==> config.mk <==
export PLATFORM = sky130hd
export DESIGN_NAME = issue_decoder_top
export DESIGN_NICKNAME = d
export VERILOG_FILES = /design/src/issue_pkg.sv /design/src/alu_decoder.sv /design/src/mem_decoder.sv /design/src/ctrl_flow_decoder.sv /design/src/issue_select.sv /design/src/issue_decoder_top.sv
export SDC_FILE = /design/constraint.sdc
export NUM_CORES = 1
export LEC_CHECK = 0
export BUFFER_PORTS_ARGS = -buffer_cell sky130_fd_sc_hd__buf_2
export CORE_MARGIN = 3
export CORE_UTILIZATION = 51
export CTS_CLUSTER_SIZE = 30
export DETAILED_ROUTE_END_ITERATION = 7
export PLACE_DENSITY = 0.88
export SETUP_SLACK_MARGIN = 0.05
export SYNTH_ARGS = -nofsm -noshare
export SYNTH_HDL_FRONTEND = slang
export SYNTH_SLANG_ARGS = --single-unit
export TNS_END_PERCENT = 1
==> constraint.sdc <==
create_clock -name clk_i -period 4.98 [get_ports clk_i]
set_clock_uncertainty 0.2 [all_clocks]
set_input_delay 0.249 -clock clk_i [delete_from_list [all_inputs] [get_ports clk_i]]
set_output_delay 0.249 -clock clk_i [all_outputs]
set_load 0.01 [all_outputs]
==> src/issue_pkg.sv <==
package issue_pkg;

    // Instruction bit count and unit control bit count
    localparam int ILEN       = 32;
    localparam int EU_CTL_LEN = 8;

    // Major opcodes of the supported groups
    localparam logic [6:0] OPC_OP         = 7'b0110011;
    localparam logic [6:0] OPC_OP_32      = 7'b0111011;
    localparam logic [6:0] OPC_OP_IMM     = 7'b0010011;
    localparam logic [6:0] OPC_OP_IMM_32  = 7'b0011011;
    localparam logic [6:0] OPC_LOAD       = 7'b0000011;
    localparam logic [6:0] OPC_STORE      = 7'b0100011;
    localparam logic [6:0] OPC_BRANCH     = 7'b1100011;
    localparam logic [6:0] OPC_LUI        = 7'b0110111;
    localparam logic [6:0] OPC_AUIPC      = 7'b0010111;
    localparam logic [6:0] OPC_JAL        = 7'b1101111;
    localparam logic [6:0] OPC_JALR       = 7'b1100111;

    // ALU funct3
    localparam logic [2:0] F3_ADD_SUB     = 3'b000;
    localparam logic [2:0] F3_SLL         = 3'b001;
    localparam logic [2:0] F3_SLT         = 3'b010;
    localparam logic [2:0] F3_SLTU        = 3'b011;
    localparam logic [2:0] F3_XOR         = 3'b100;
    localparam logic [2:0] F3_SRL_SRA     = 3'b101;
    localparam logic [2:0] F3_OR          = 3'b110;
    localparam logic [2:0] F3_AND         = 3'b111;

    // Load and store funct3, shared by both opcodes
    localparam logic [2:0] F3_B           = 3'b000;
    localparam logic [2:0] F3_H           = 3'b001;
    localparam logic [2:0] F3_W           = 3'b010;
    localparam logic [2:0] F3_D           = 3'b011;
    localparam logic [2:0] F3_BU          = 3'b100;
    localparam logic [2:0] F3_HU          = 3'b101;
    localparam logic [2:0] F3_WU          = 3'b110;

    // Branch and jump funct3
    localparam logic [2:0] F3_BEQ         = 3'b000;
    localparam logic [2:0] F3_BNE         = 3'b001;
    localparam logic [2:0] F3_BLT         = 3'b100;
    localparam logic [2:0] F3_BGE         = 3'b101;
    localparam logic [2:0] F3_BLTU        = 3'b110;
    localparam logic [2:0] F3_BGEU        = 3'b111;
    localparam logic [2:0] F3_JALR        = 3'b000;

    // funct7 of the base and the alternate (SUB/SRA) encodings
    localparam logic [6:0] F7_BASE        = 7'b0000000;
    localparam logic [6:0] F7_ALT         = 7'b0100000;

    // RISC-V field layout, the I-type immediate is {funct7, rs2}
    typedef struct packed {
        logic [6:0] funct7;
        logic [4:0] rs2;
        logic [4:0] rs1;
        logic [2:0] funct3;
        logic [4:0] rd;
        logic [6:0] opcode;
    } instr_fields_t;

    typedef enum logic [2:0] {
        EU_NONE, EU_INT_ALU, EU_LOAD_BUFFER, EU_STORE_BUFFER, EU_BRANCH_UNIT
    } issue_eu_t;

    typedef enum logic [3:0] {
        ADD, ADDW, SUB, SUBW, AND, OR, XOR, SLL, SLLW, SRL, SRLW, SRA, SRAW, SLT, SLTU
    } alu_ctl_t;

    typedef enum logic [2:0] {
        BYTE, BYTE_U, HALFWORD, HALFWORD_U, WORD, WORD_U, DOUBLEWORD
    } ls_width_t;

    typedef enum logic [2:0] {
        BEQ, BNE, BLT, BGE, BLTU, BGEU
    } branch_ctl_t;

    typedef enum logic {
        IMM_SEXT, IMM_SHAMT
    } imm_format_t;

    typedef struct packed {
        issue_eu_t             eu;
        logic [EU_CTL_LEN-1:0] eu_ctl;
        logic                  rs1_req;
        logic                  rs2_req;
        logic                  imm_req;
        imm_format_t           imm_format;
        logic                  res_ready;
        logic                  regstat_upd;
    } issue_dec_t;

    // Empty decode, also the value of a decoder without a hit
    localparam issue_dec_t ISSUE_DEC_NONE = '{
        eu:          EU_NONE,
        eu_ctl:      '0,
        rs1_req:     1'b0,
        rs2_req:     1'b0,
        imm_req:     1'b0,
        imm_format:  IMM_SEXT,
        res_ready:   1'b0,
        regstat_upd: 1'b0
    };

endpackage

==> src/alu_decoder.sv <==
`timescale 1ns/1ps

module alu_decoder
    import issue_pkg::*;
(
    input  instr_fields_t fields_i,
    output logic          hit_o,
    output issue_dec_t    dec_o
);

    logic        op_valid;
    logic        r_form;
    logic        shift_arith;
    alu_ctl_t    alu_op;
    imm_format_t imm_fmt;

    // Instruction bit 30 picks SUB and the arithmetic shifts
    assign shift_arith = fields_i.funct7[5];

    always_comb begin
        op_valid = 1'b1;
        r_form   = 1'b0;
        alu_op   = ADD;
        imm_fmt  = IMM_SEXT;
        case (fields_i.opcode)
            OPC_OP: begin
                r_form = 1'b1;
                if (fields_i.funct7 == F7_BASE) begin
                    case (fields_i.funct3)
                        F3_ADD_SUB: alu_op = ADD;
                        F3_SLL:     alu_op = SLL;
                        F3_SLT:     alu_op = SLT;
                        F3_SLTU:    alu_op = SLTU;
                        F3_XOR:     alu_op = XOR;
                        F3_SRL_SRA: alu_op = SRL;
                        F3_OR:      alu_op = OR;
                        F3_AND:     alu_op = AND;
                        default:    op_valid = 1'b0;
                    endcase
                end else if (fields_i.funct7 == F7_ALT) begin
                    case (fields_i.funct3)
                        F3_ADD_SUB: alu_op = SUB;
                        F3_SRL_SRA: alu_op = SRA;
                        default:    op_valid = 1'b0;
                    endcase
                end else begin
                    op_valid = 1'b0;
                end
            end
            // 32-bit register forms, sign-extended result
            OPC_OP_32: begin
                r_form = 1'b1;
                if (fields_i.funct7 == F7_BASE) begin
                    case (fields_i.funct3)
                        F3_ADD_SUB: alu_op = ADDW;
                        F3_SLL:     alu_op = SLLW;
                        F3_SRL_SRA: alu_op = SRLW;
                        default:    op_valid = 1'b0;
                    endcase
                end else if (fields_i.funct7 == F7_ALT) begin
                    case (fields_i.funct3)
                        F3_ADD_SUB: alu_op = SUBW;
                        F3_SRL_SRA: alu_op = SRAW;
                        default:    op_valid = 1'b0;
                    endcase
                end else begin
                    op_valid = 1'b0;
                end
            end
            OPC_OP_IMM: begin
                case (fields_i.funct3)
                    F3_ADD_SUB: alu_op = ADD;
                    F3_SLT:     alu_op = SLT;
                    F3_SLTU:    alu_op = SLTU;
                    F3_XOR:     alu_op = XOR;
                    F3_OR:      alu_op = OR;
                    F3_AND:     alu_op = AND;
                    F3_SLL: begin
                        alu_op  = SLL;
                        imm_fmt = IMM_SHAMT;
                    end
                    default: begin
                        alu_op  = shift_arith ? SRA : SRL;
                        imm_fmt = IMM_SHAMT;
                    end
                endcase
            end
            OPC_OP_IMM_32: begin
                case (fields_i.funct3)
                    F3_ADD_SUB: alu_op = ADDW;
                    F3_SLL: begin
                        alu_op  = SLLW;
                        imm_fmt = IMM_SHAMT;
                    end
                    F3_SRL_SRA: begin
                        alu_op  = shift_arith ? SRAW : SRLW;
                        imm_fmt = IMM_SHAMT;
                    end
                    default: op_valid = 1'b0;
                endcase
            end
            default: op_valid = 1'b0;
        endcase
    end

    always_comb begin
        hit_o = op_valid;
        dec_o = ISSUE_DEC_NONE;
        if (op_valid) begin
            dec_o.eu          = EU_INT_ALU;
            dec_o.eu_ctl      = EU_CTL_LEN'(alu_op);
            dec_o.rs1_req     = 1'b1;
            dec_o.rs2_req     = r_form;
            dec_o.imm_req     = ~r_form;
            dec_o.imm_format  = imm_fmt;
            dec_o.regstat_upd = 1'b1;
        end
    end

endmodule

==> src/mem_decoder.sv <==
`timescale 1ns/1ps

module mem_decoder
    import issue_pkg::*;
(
    input  instr_fields_t fields_i,
    output logic          hit_o,
    output issue_dec_t    dec_o
);

    logic      is_load;
    logic      is_store;
    logic      width_ok;
    ls_width_t width;

    assign is_load  = (fields_i.opcode == OPC_LOAD);
    assign is_store = (fields_i.opcode == OPC_STORE);

    // Unsigned widths exist for loads only
    always_comb begin
        width_ok = 1'b1;
        width    = BYTE;
        case (fields_i.funct3)
            F3_B:    width = BYTE;
            F3_H:    width = HALFWORD;
            F3_W:    width = WORD;
            F3_D:    width = DOUBLEWORD;
            F3_BU: begin
                width    = BYTE_U;
                width_ok = is_load;
            end
            F3_HU: begin
                width    = HALFWORD_U;
                width_ok = is_load;
            end
            F3_WU: begin
                width    = WORD_U;
                width_ok = is_load;
            end
            default: width_ok = 1'b0;
        endcase
    end

    always_comb begin
        hit_o = (is_load | is_store) & width_ok;
        dec_o = ISSUE_DEC_NONE;
        if (hit_o) begin
            dec_o.eu          = is_load ? EU_LOAD_BUFFER : EU_STORE_BUFFER;
            dec_o.eu_ctl      = EU_CTL_LEN'(width);
            dec_o.rs1_req     = 1'b1;
            dec_o.rs2_req     = is_store;
            dec_o.imm_req     = 1'b1;
            dec_o.imm_format  = IMM_SEXT;
            dec_o.regstat_upd = is_load;
        end
    end

endmodule

==> src/ctrl_flow_decoder.sv <==
`timescale 1ns/1ps

module ctrl_flow_decoder
    import issue_pkg::*;
(
    input  instr_fields_t fields_i,
    output logic          hit_o,
    output issue_dec_t    dec_o
);

    logic        is_branch;
    logic        cond_ok;
    logic        is_jalr;
    logic        resolved;
    branch_ctl_t cond;

    assign is_branch = (fields_i.opcode == OPC_BRANCH) & cond_ok;
    assign is_jalr   = (fields_i.opcode == OPC_JALR) & (fields_i.funct3 == F3_JALR);

    // Jumps and upper immediates complete at issue
    assign resolved  = (fields_i.opcode == OPC_LUI) | (fields_i.opcode == OPC_AUIPC)
                     | (fields_i.opcode == OPC_JAL) | is_jalr;

    // funct3 010 and 011 carry no branch
    always_comb begin
        cond_ok = 1'b1;
        cond    = BEQ;
        case (fields_i.funct3)
            F3_BEQ:  cond = BEQ;
            F3_BNE:  cond = BNE;
            F3_BLT:  cond = BLT;
            F3_BGE:  cond = BGE;
            F3_BLTU: cond = BLTU;
            F3_BGEU: cond = BGEU;
            default: cond_ok = 1'b0;
        endcase
    end

    always_comb begin
        hit_o = is_branch | resolved;
        dec_o = ISSUE_DEC_NONE;
        if (is_branch) begin
            dec_o.eu         = EU_BRANCH_UNIT;
            dec_o.eu_ctl     = EU_CTL_LEN'(cond);
            dec_o.rs1_req    = 1'b1;
            dec_o.rs2_req    = 1'b1;
            dec_o.imm_req    = 1'b1;
            dec_o.imm_format = IMM_SEXT;
        end else if (resolved) begin
            // No unit, only JALR reads a base register
            dec_o.rs1_req     = is_jalr;
            dec_o.imm_req     = 1'b1;
            dec_o.imm_format  = IMM_SEXT;
            dec_o.res_ready   = 1'b1;
            dec_o.regstat_upd = 1'b1;
        end
    end

endmodule

==> src/issue_select.sv <==
`timescale 1ns/1ps

module issue_select
    import issue_pkg::*;
(
    input  logic       clk_i,
    input  logic       reset_i,
    input  logic       instr_valid_i,
    input  logic       alu_hit_i,
    input  logic       mem_hit_i,
    input  logic       cf_hit_i,
    input  issue_dec_t alu_dec_i,
    input  issue_dec_t mem_dec_i,
    input  issue_dec_t cf_dec_i,
    output logic       issue_valid_o,
    output logic       illegal_o,
    output issue_dec_t issue_o
);

    logic       any_hit;
    issue_dec_t sel_dec;

    // Decoders without a hit drive all zeros, so an OR selects
    assign any_hit = alu_hit_i | mem_hit_i | cf_hit_i;
    assign sel_dec = issue_dec_t'(alu_dec_i | mem_dec_i | cf_dec_i);

    always_ff @(posedge clk_i) begin
        if (reset_i || !instr_valid_i) begin
            issue_valid_o <= 1'b0;
            illegal_o     <= 1'b0;
            issue_o       <= ISSUE_DEC_NONE;
        end else begin
            issue_valid_o <= 1'b1;
            illegal_o     <= ~any_hit;
            issue_o       <= sel_dec;
        end
    end

    // Decoder opcode spaces never overlap
    assert property (@(posedge clk_i) disable iff (reset_i)
        instr_valid_i |-> $onehot0({alu_hit_i, mem_hit_i, cf_hit_i}))
    else $error("issue_select: more than one decoder hit");

    // Illegal word leaves with no unit and nothing to fetch or update
    assert property (@(posedge clk_i) disable iff (reset_i)
        illegal_o |-> issue_valid_o && (issue_o.eu == EU_NONE) && !issue_o.rs1_req
                      && !issue_o.rs2_req && !issue_o.imm_req && !issue_o.regstat_upd)
    else $error("issue_select: illegal instruction with live decode fields");

endmodule

==> src/issue_decoder_top.sv <==
`timescale 1ns/1ps

module issue_decoder_top
    import issue_pkg::*;
(
    input  logic            clk_i,
    input  logic            reset_i,
    input  logic            instr_valid_i,
    input  logic [ILEN-1:0] instr_i,
    output logic            issue_valid_o,
    output logic            illegal_o,
    output issue_dec_t      issue_o
);

    instr_fields_t fields;
    logic          alu_hit;
    logic          mem_hit;
    logic          cf_hit;
    issue_dec_t    alu_dec;
    issue_dec_t    mem_dec;
    issue_dec_t    cf_dec;

    assign fields = instr_fields_t'(instr_i);

    // Three decoders see the same word in parallel
    alu_decoder u_alu_decoder (
        .fields_i (fields),
        .hit_o    (alu_hit),
        .dec_o    (alu_dec)
    );

    mem_decoder u_mem_decoder (
        .fields_i (fields),
        .hit_o    (mem_hit),
        .dec_o    (mem_dec)
    );

    ctrl_flow_decoder u_ctrl_flow_decoder (
        .fields_i (fields),
        .hit_o    (cf_hit),
        .dec_o    (cf_dec)
    );

    issue_select u_issue_select (
        .clk_i         (clk_i),
        .reset_i       (reset_i),
        .instr_valid_i (instr_valid_i),
        .alu_hit_i     (alu_hit),
        .mem_hit_i     (mem_hit),
        .cf_hit_i      (cf_hit),
        .alu_dec_i     (alu_dec),
        .mem_dec_i     (mem_dec),
        .cf_dec_i      (cf_dec),
        .issue_valid_o (issue_valid_o),
        .illegal_o     (illegal_o),
        .issue_o       (issue_o)
    );

endmodule

==> metrics <==
Vias/cell 6.08; grt ovf 0; global placer's final weighted congestion 0.942; CTS Hold Buffers Added 0; final routed DRC violation total 0; Ant. Diodes 0; area of the multi-input gates 830 um2; Synth Area in Compound Gates 0.251; Synth top area share 0.238; Least-Margin Pin Slew 0.538 ns; max incr delay on CP about 0.58 ns; post_cts resized 0; Core Rows 17; Hold Fails Final Rpt 0; CP endpoint u_issue_select.issue_o[7]; metal2 WL 1480 um; Worst-path clk slew 0.09 ns; Area Overhead vs Synth 10.4%; Simple-Gate Fraction of Synth Area 0.328; Hold Path Class in2reg; setup tns final 0 ns; I/O pins 54; final worst slack 2.57 ns; DRT iter0 DRCs 60; post-detailed-placement half-perimeter wirelength 2400 um; fin crit share 0.484; Die X 55.7 um; synth top area cells dfxtp_1, ha_1, buf_4; crit path cell chain buf_2 -> inv_1 -> ha_1 -> or4_1 -> a21oi_1 -> a2111oi_1 -> a2111oi_1 -> a21oi_1; Starting Density 0.554; Port-buffer cells 34; antenna violations before repair 0; CTS tree done; hold_ws 0.124 ns; root buffer cell clkbuf_4; Gate Count Post-Synth 154; vias in the first global route 1,205; first-pass GRT wire length 5210 um; critical setup path kind in2reg; worst setup path start instr_i[13]; largest area contributor in the netlist dfxtp_1; XOR/XNOR Fraction of Synth Area 0; total number of vias 1,270; H-tree depth 1; clk sink count 15; Avg Inst Size Synth 8.18 um2; Worst Path Required 4.94 ns; CP Launch Type input pin; Final ANT Viol Nets 0; total CTS buffers 3; share of cells above drive strength 1 0.282; Top Layer Used met4; Final Cell Area approximately 0.0014 mm2; Seq/Total Area, Yosys 0.238; Slew HR 0.642; Place WS 2.36 ns; endpoints failing setup 0; largest family of logic cells by synthesized area simple AND/OR/NAND/NOR gates; Top FF cell, synth dfxtp_1; CP Capture Type register; Yosys reg bits 15; fmax 0.415 GHz; Synth Area in Adders 0.0596; core area between 0.002 and 0.0025 mm2; worst endpoint data arrival time around 2.4 ns; Storage cell area 300 um2; largest net degree at the start of global routing 22; Die ar. about 0.0031 mm2; Final min period 2.41 ns; Pwr Total 252 uW; mux share of post-synthesis cell area 0.00794; Cell Area, Placed 0.00136 mm2; EDFF count, synth 0; unrepaired setup endpoints after global routing false; max-slew violations 0; HP Start instr_i[5]; clock buffer depth 2; WL/cell 14.3 um; status complete, no violations; Final nets 223; Die H 55.7 um; drt total wl 2980 um; DR WL met3 227 um; Critical-path top delay cell or4_1; Max-Cap Viols 0; fillers 205; met1 wire length 1220 um; cell area after synthesis 0.00126 mm2; Max VDD drop between 0.15 and 0.2 mV; Power Density 181 mW/mm2; count of different cell masters after synthesis 53; DRT Pass-1 Iters 6; total track usage 0.201; Crit Path Max Fanout 16; post-synthesis async set-or-reset flop share 0; synth warn 0; Leak Pwr slightly below 0.6 nW; # Post-CTS Setup Buffers 0
## flip-flops by register name, indices dropped and copies added, names as in the netlist
register                      count
u_issue_select.issue_valid_o      1
u_issue_select.issue_o           13
u_issue_select.illegal_o          1
## Yosys cell counts, types with 2 or more instances
library cell and number:
dfxtp_1 15, nand2_1 12, nor2_1 12, a21oi_1 11, buf_4 8, nand2b_1 7
ha_1 6, inv_1 6, nor2b_1 5, o22ai_1 5, a211oi_1 4, a31oi_1 4
buf_6 4, nor3_1 4, or3_1 4, a2111oi_1 2, buf_2 2, nand3_1 2
nand4_1 2, o21ai_0 2, o21ai_1 2, o21bai_1 2, o31ai_1 2, or4_1 2
## critical path, delay by kind of cell
| kind | cells | cell delay (ns) |
|---|---|---|
| simple gates | 1 | 0.58 |
| compound gates | 4 | 0.91 |
| buf+inv | 2 | 0.24 |
| fa+ha+maj | 1 | 0.38 |
## through the flow
step                      utilization  cells
after floorplan                     -    157
after global placement          0.598    205
after detailed placement        0.598    205
after CTS                       0.611    209
after global routing            0.611    209
final                           0.611    209
## worst min-delay path by stage
stage	to	cells past startpoint	slack, ns
global placement	u_issue_select.issue_o[4]	2	0.43
CTS	u_issue_select.issue_o[4]	2	0.11
floorplan	u_issue_select.issue_o[9]	3	0.27
finish	u_issue_select.issue_o[4]	2	0.12
global route	u_issue_select.issue_o[4]	2	0.13
detailed placement	u_issue_select.issue_o[4]	2	0.43
## layout make-up
| cell class | count | share of cell area |
|---|---|---|
| multi-input combinational | 121 | 0.596 |
| sequential | 15 | 0.216 |
| timing repair buffer | 34 | 0.122 |
| tap | 28 | 0.0252 |
| inverter | 7 | 0.0189 |
| clock buffer | 3 | 0.0162 |
| clock inverter | 1 | 0.00540 |
## cells in the final DEF (no fill, tap or decap), types with 2 or more instances in the layout
master	instances
nor3_1	4
or3_1	4
buf_2	34
nand4_1	2
o21bai_1	2
nand2_1	12
a2111oi_1	2
inv_1	6
or4_1	2
dfxtp_1	15
o22ai_1	5
o21ai_0	2
ha_1	6
nand2b_1	7
clkbuf_4	3
a21oi_1	11
a211oi_1	4
conb_1	4
nor2_1	12
nor2b_1	5
o21ai_1	2
a31oi_1	4
nand3_1	2
o31ai_1	2
## power by group
group          internal [mW]  leakage, nW  switching [mW]
Clock                 0.0305       0.0139          0.0381
Combinational         0.0230        0.460          0.0387
Sequential             0.121        0.121        0.000265
## logic make-up (layout without fill, tap and decap cells)
kind of cell / Yosys count / in the layout
AND/OR/NAND/NOR: 66 / 66
other: 1 / 4
multiplexers: 1 / 1
adder cells (fa/ha/maj): 6 / 6
buffers and inverters: 21 / 45
AO/OA/AOI/OAI: 44 / 44
flip-flops: 15 / 15
## per-layer routing
layer,global-route usage,vias up
met1,0.255,573
met4,0.118,0
li1,-,618
met3,0.0348,8
met2,0.316,71
met5,0,-
Note: power is estimated with default switching activity, not from simulation.
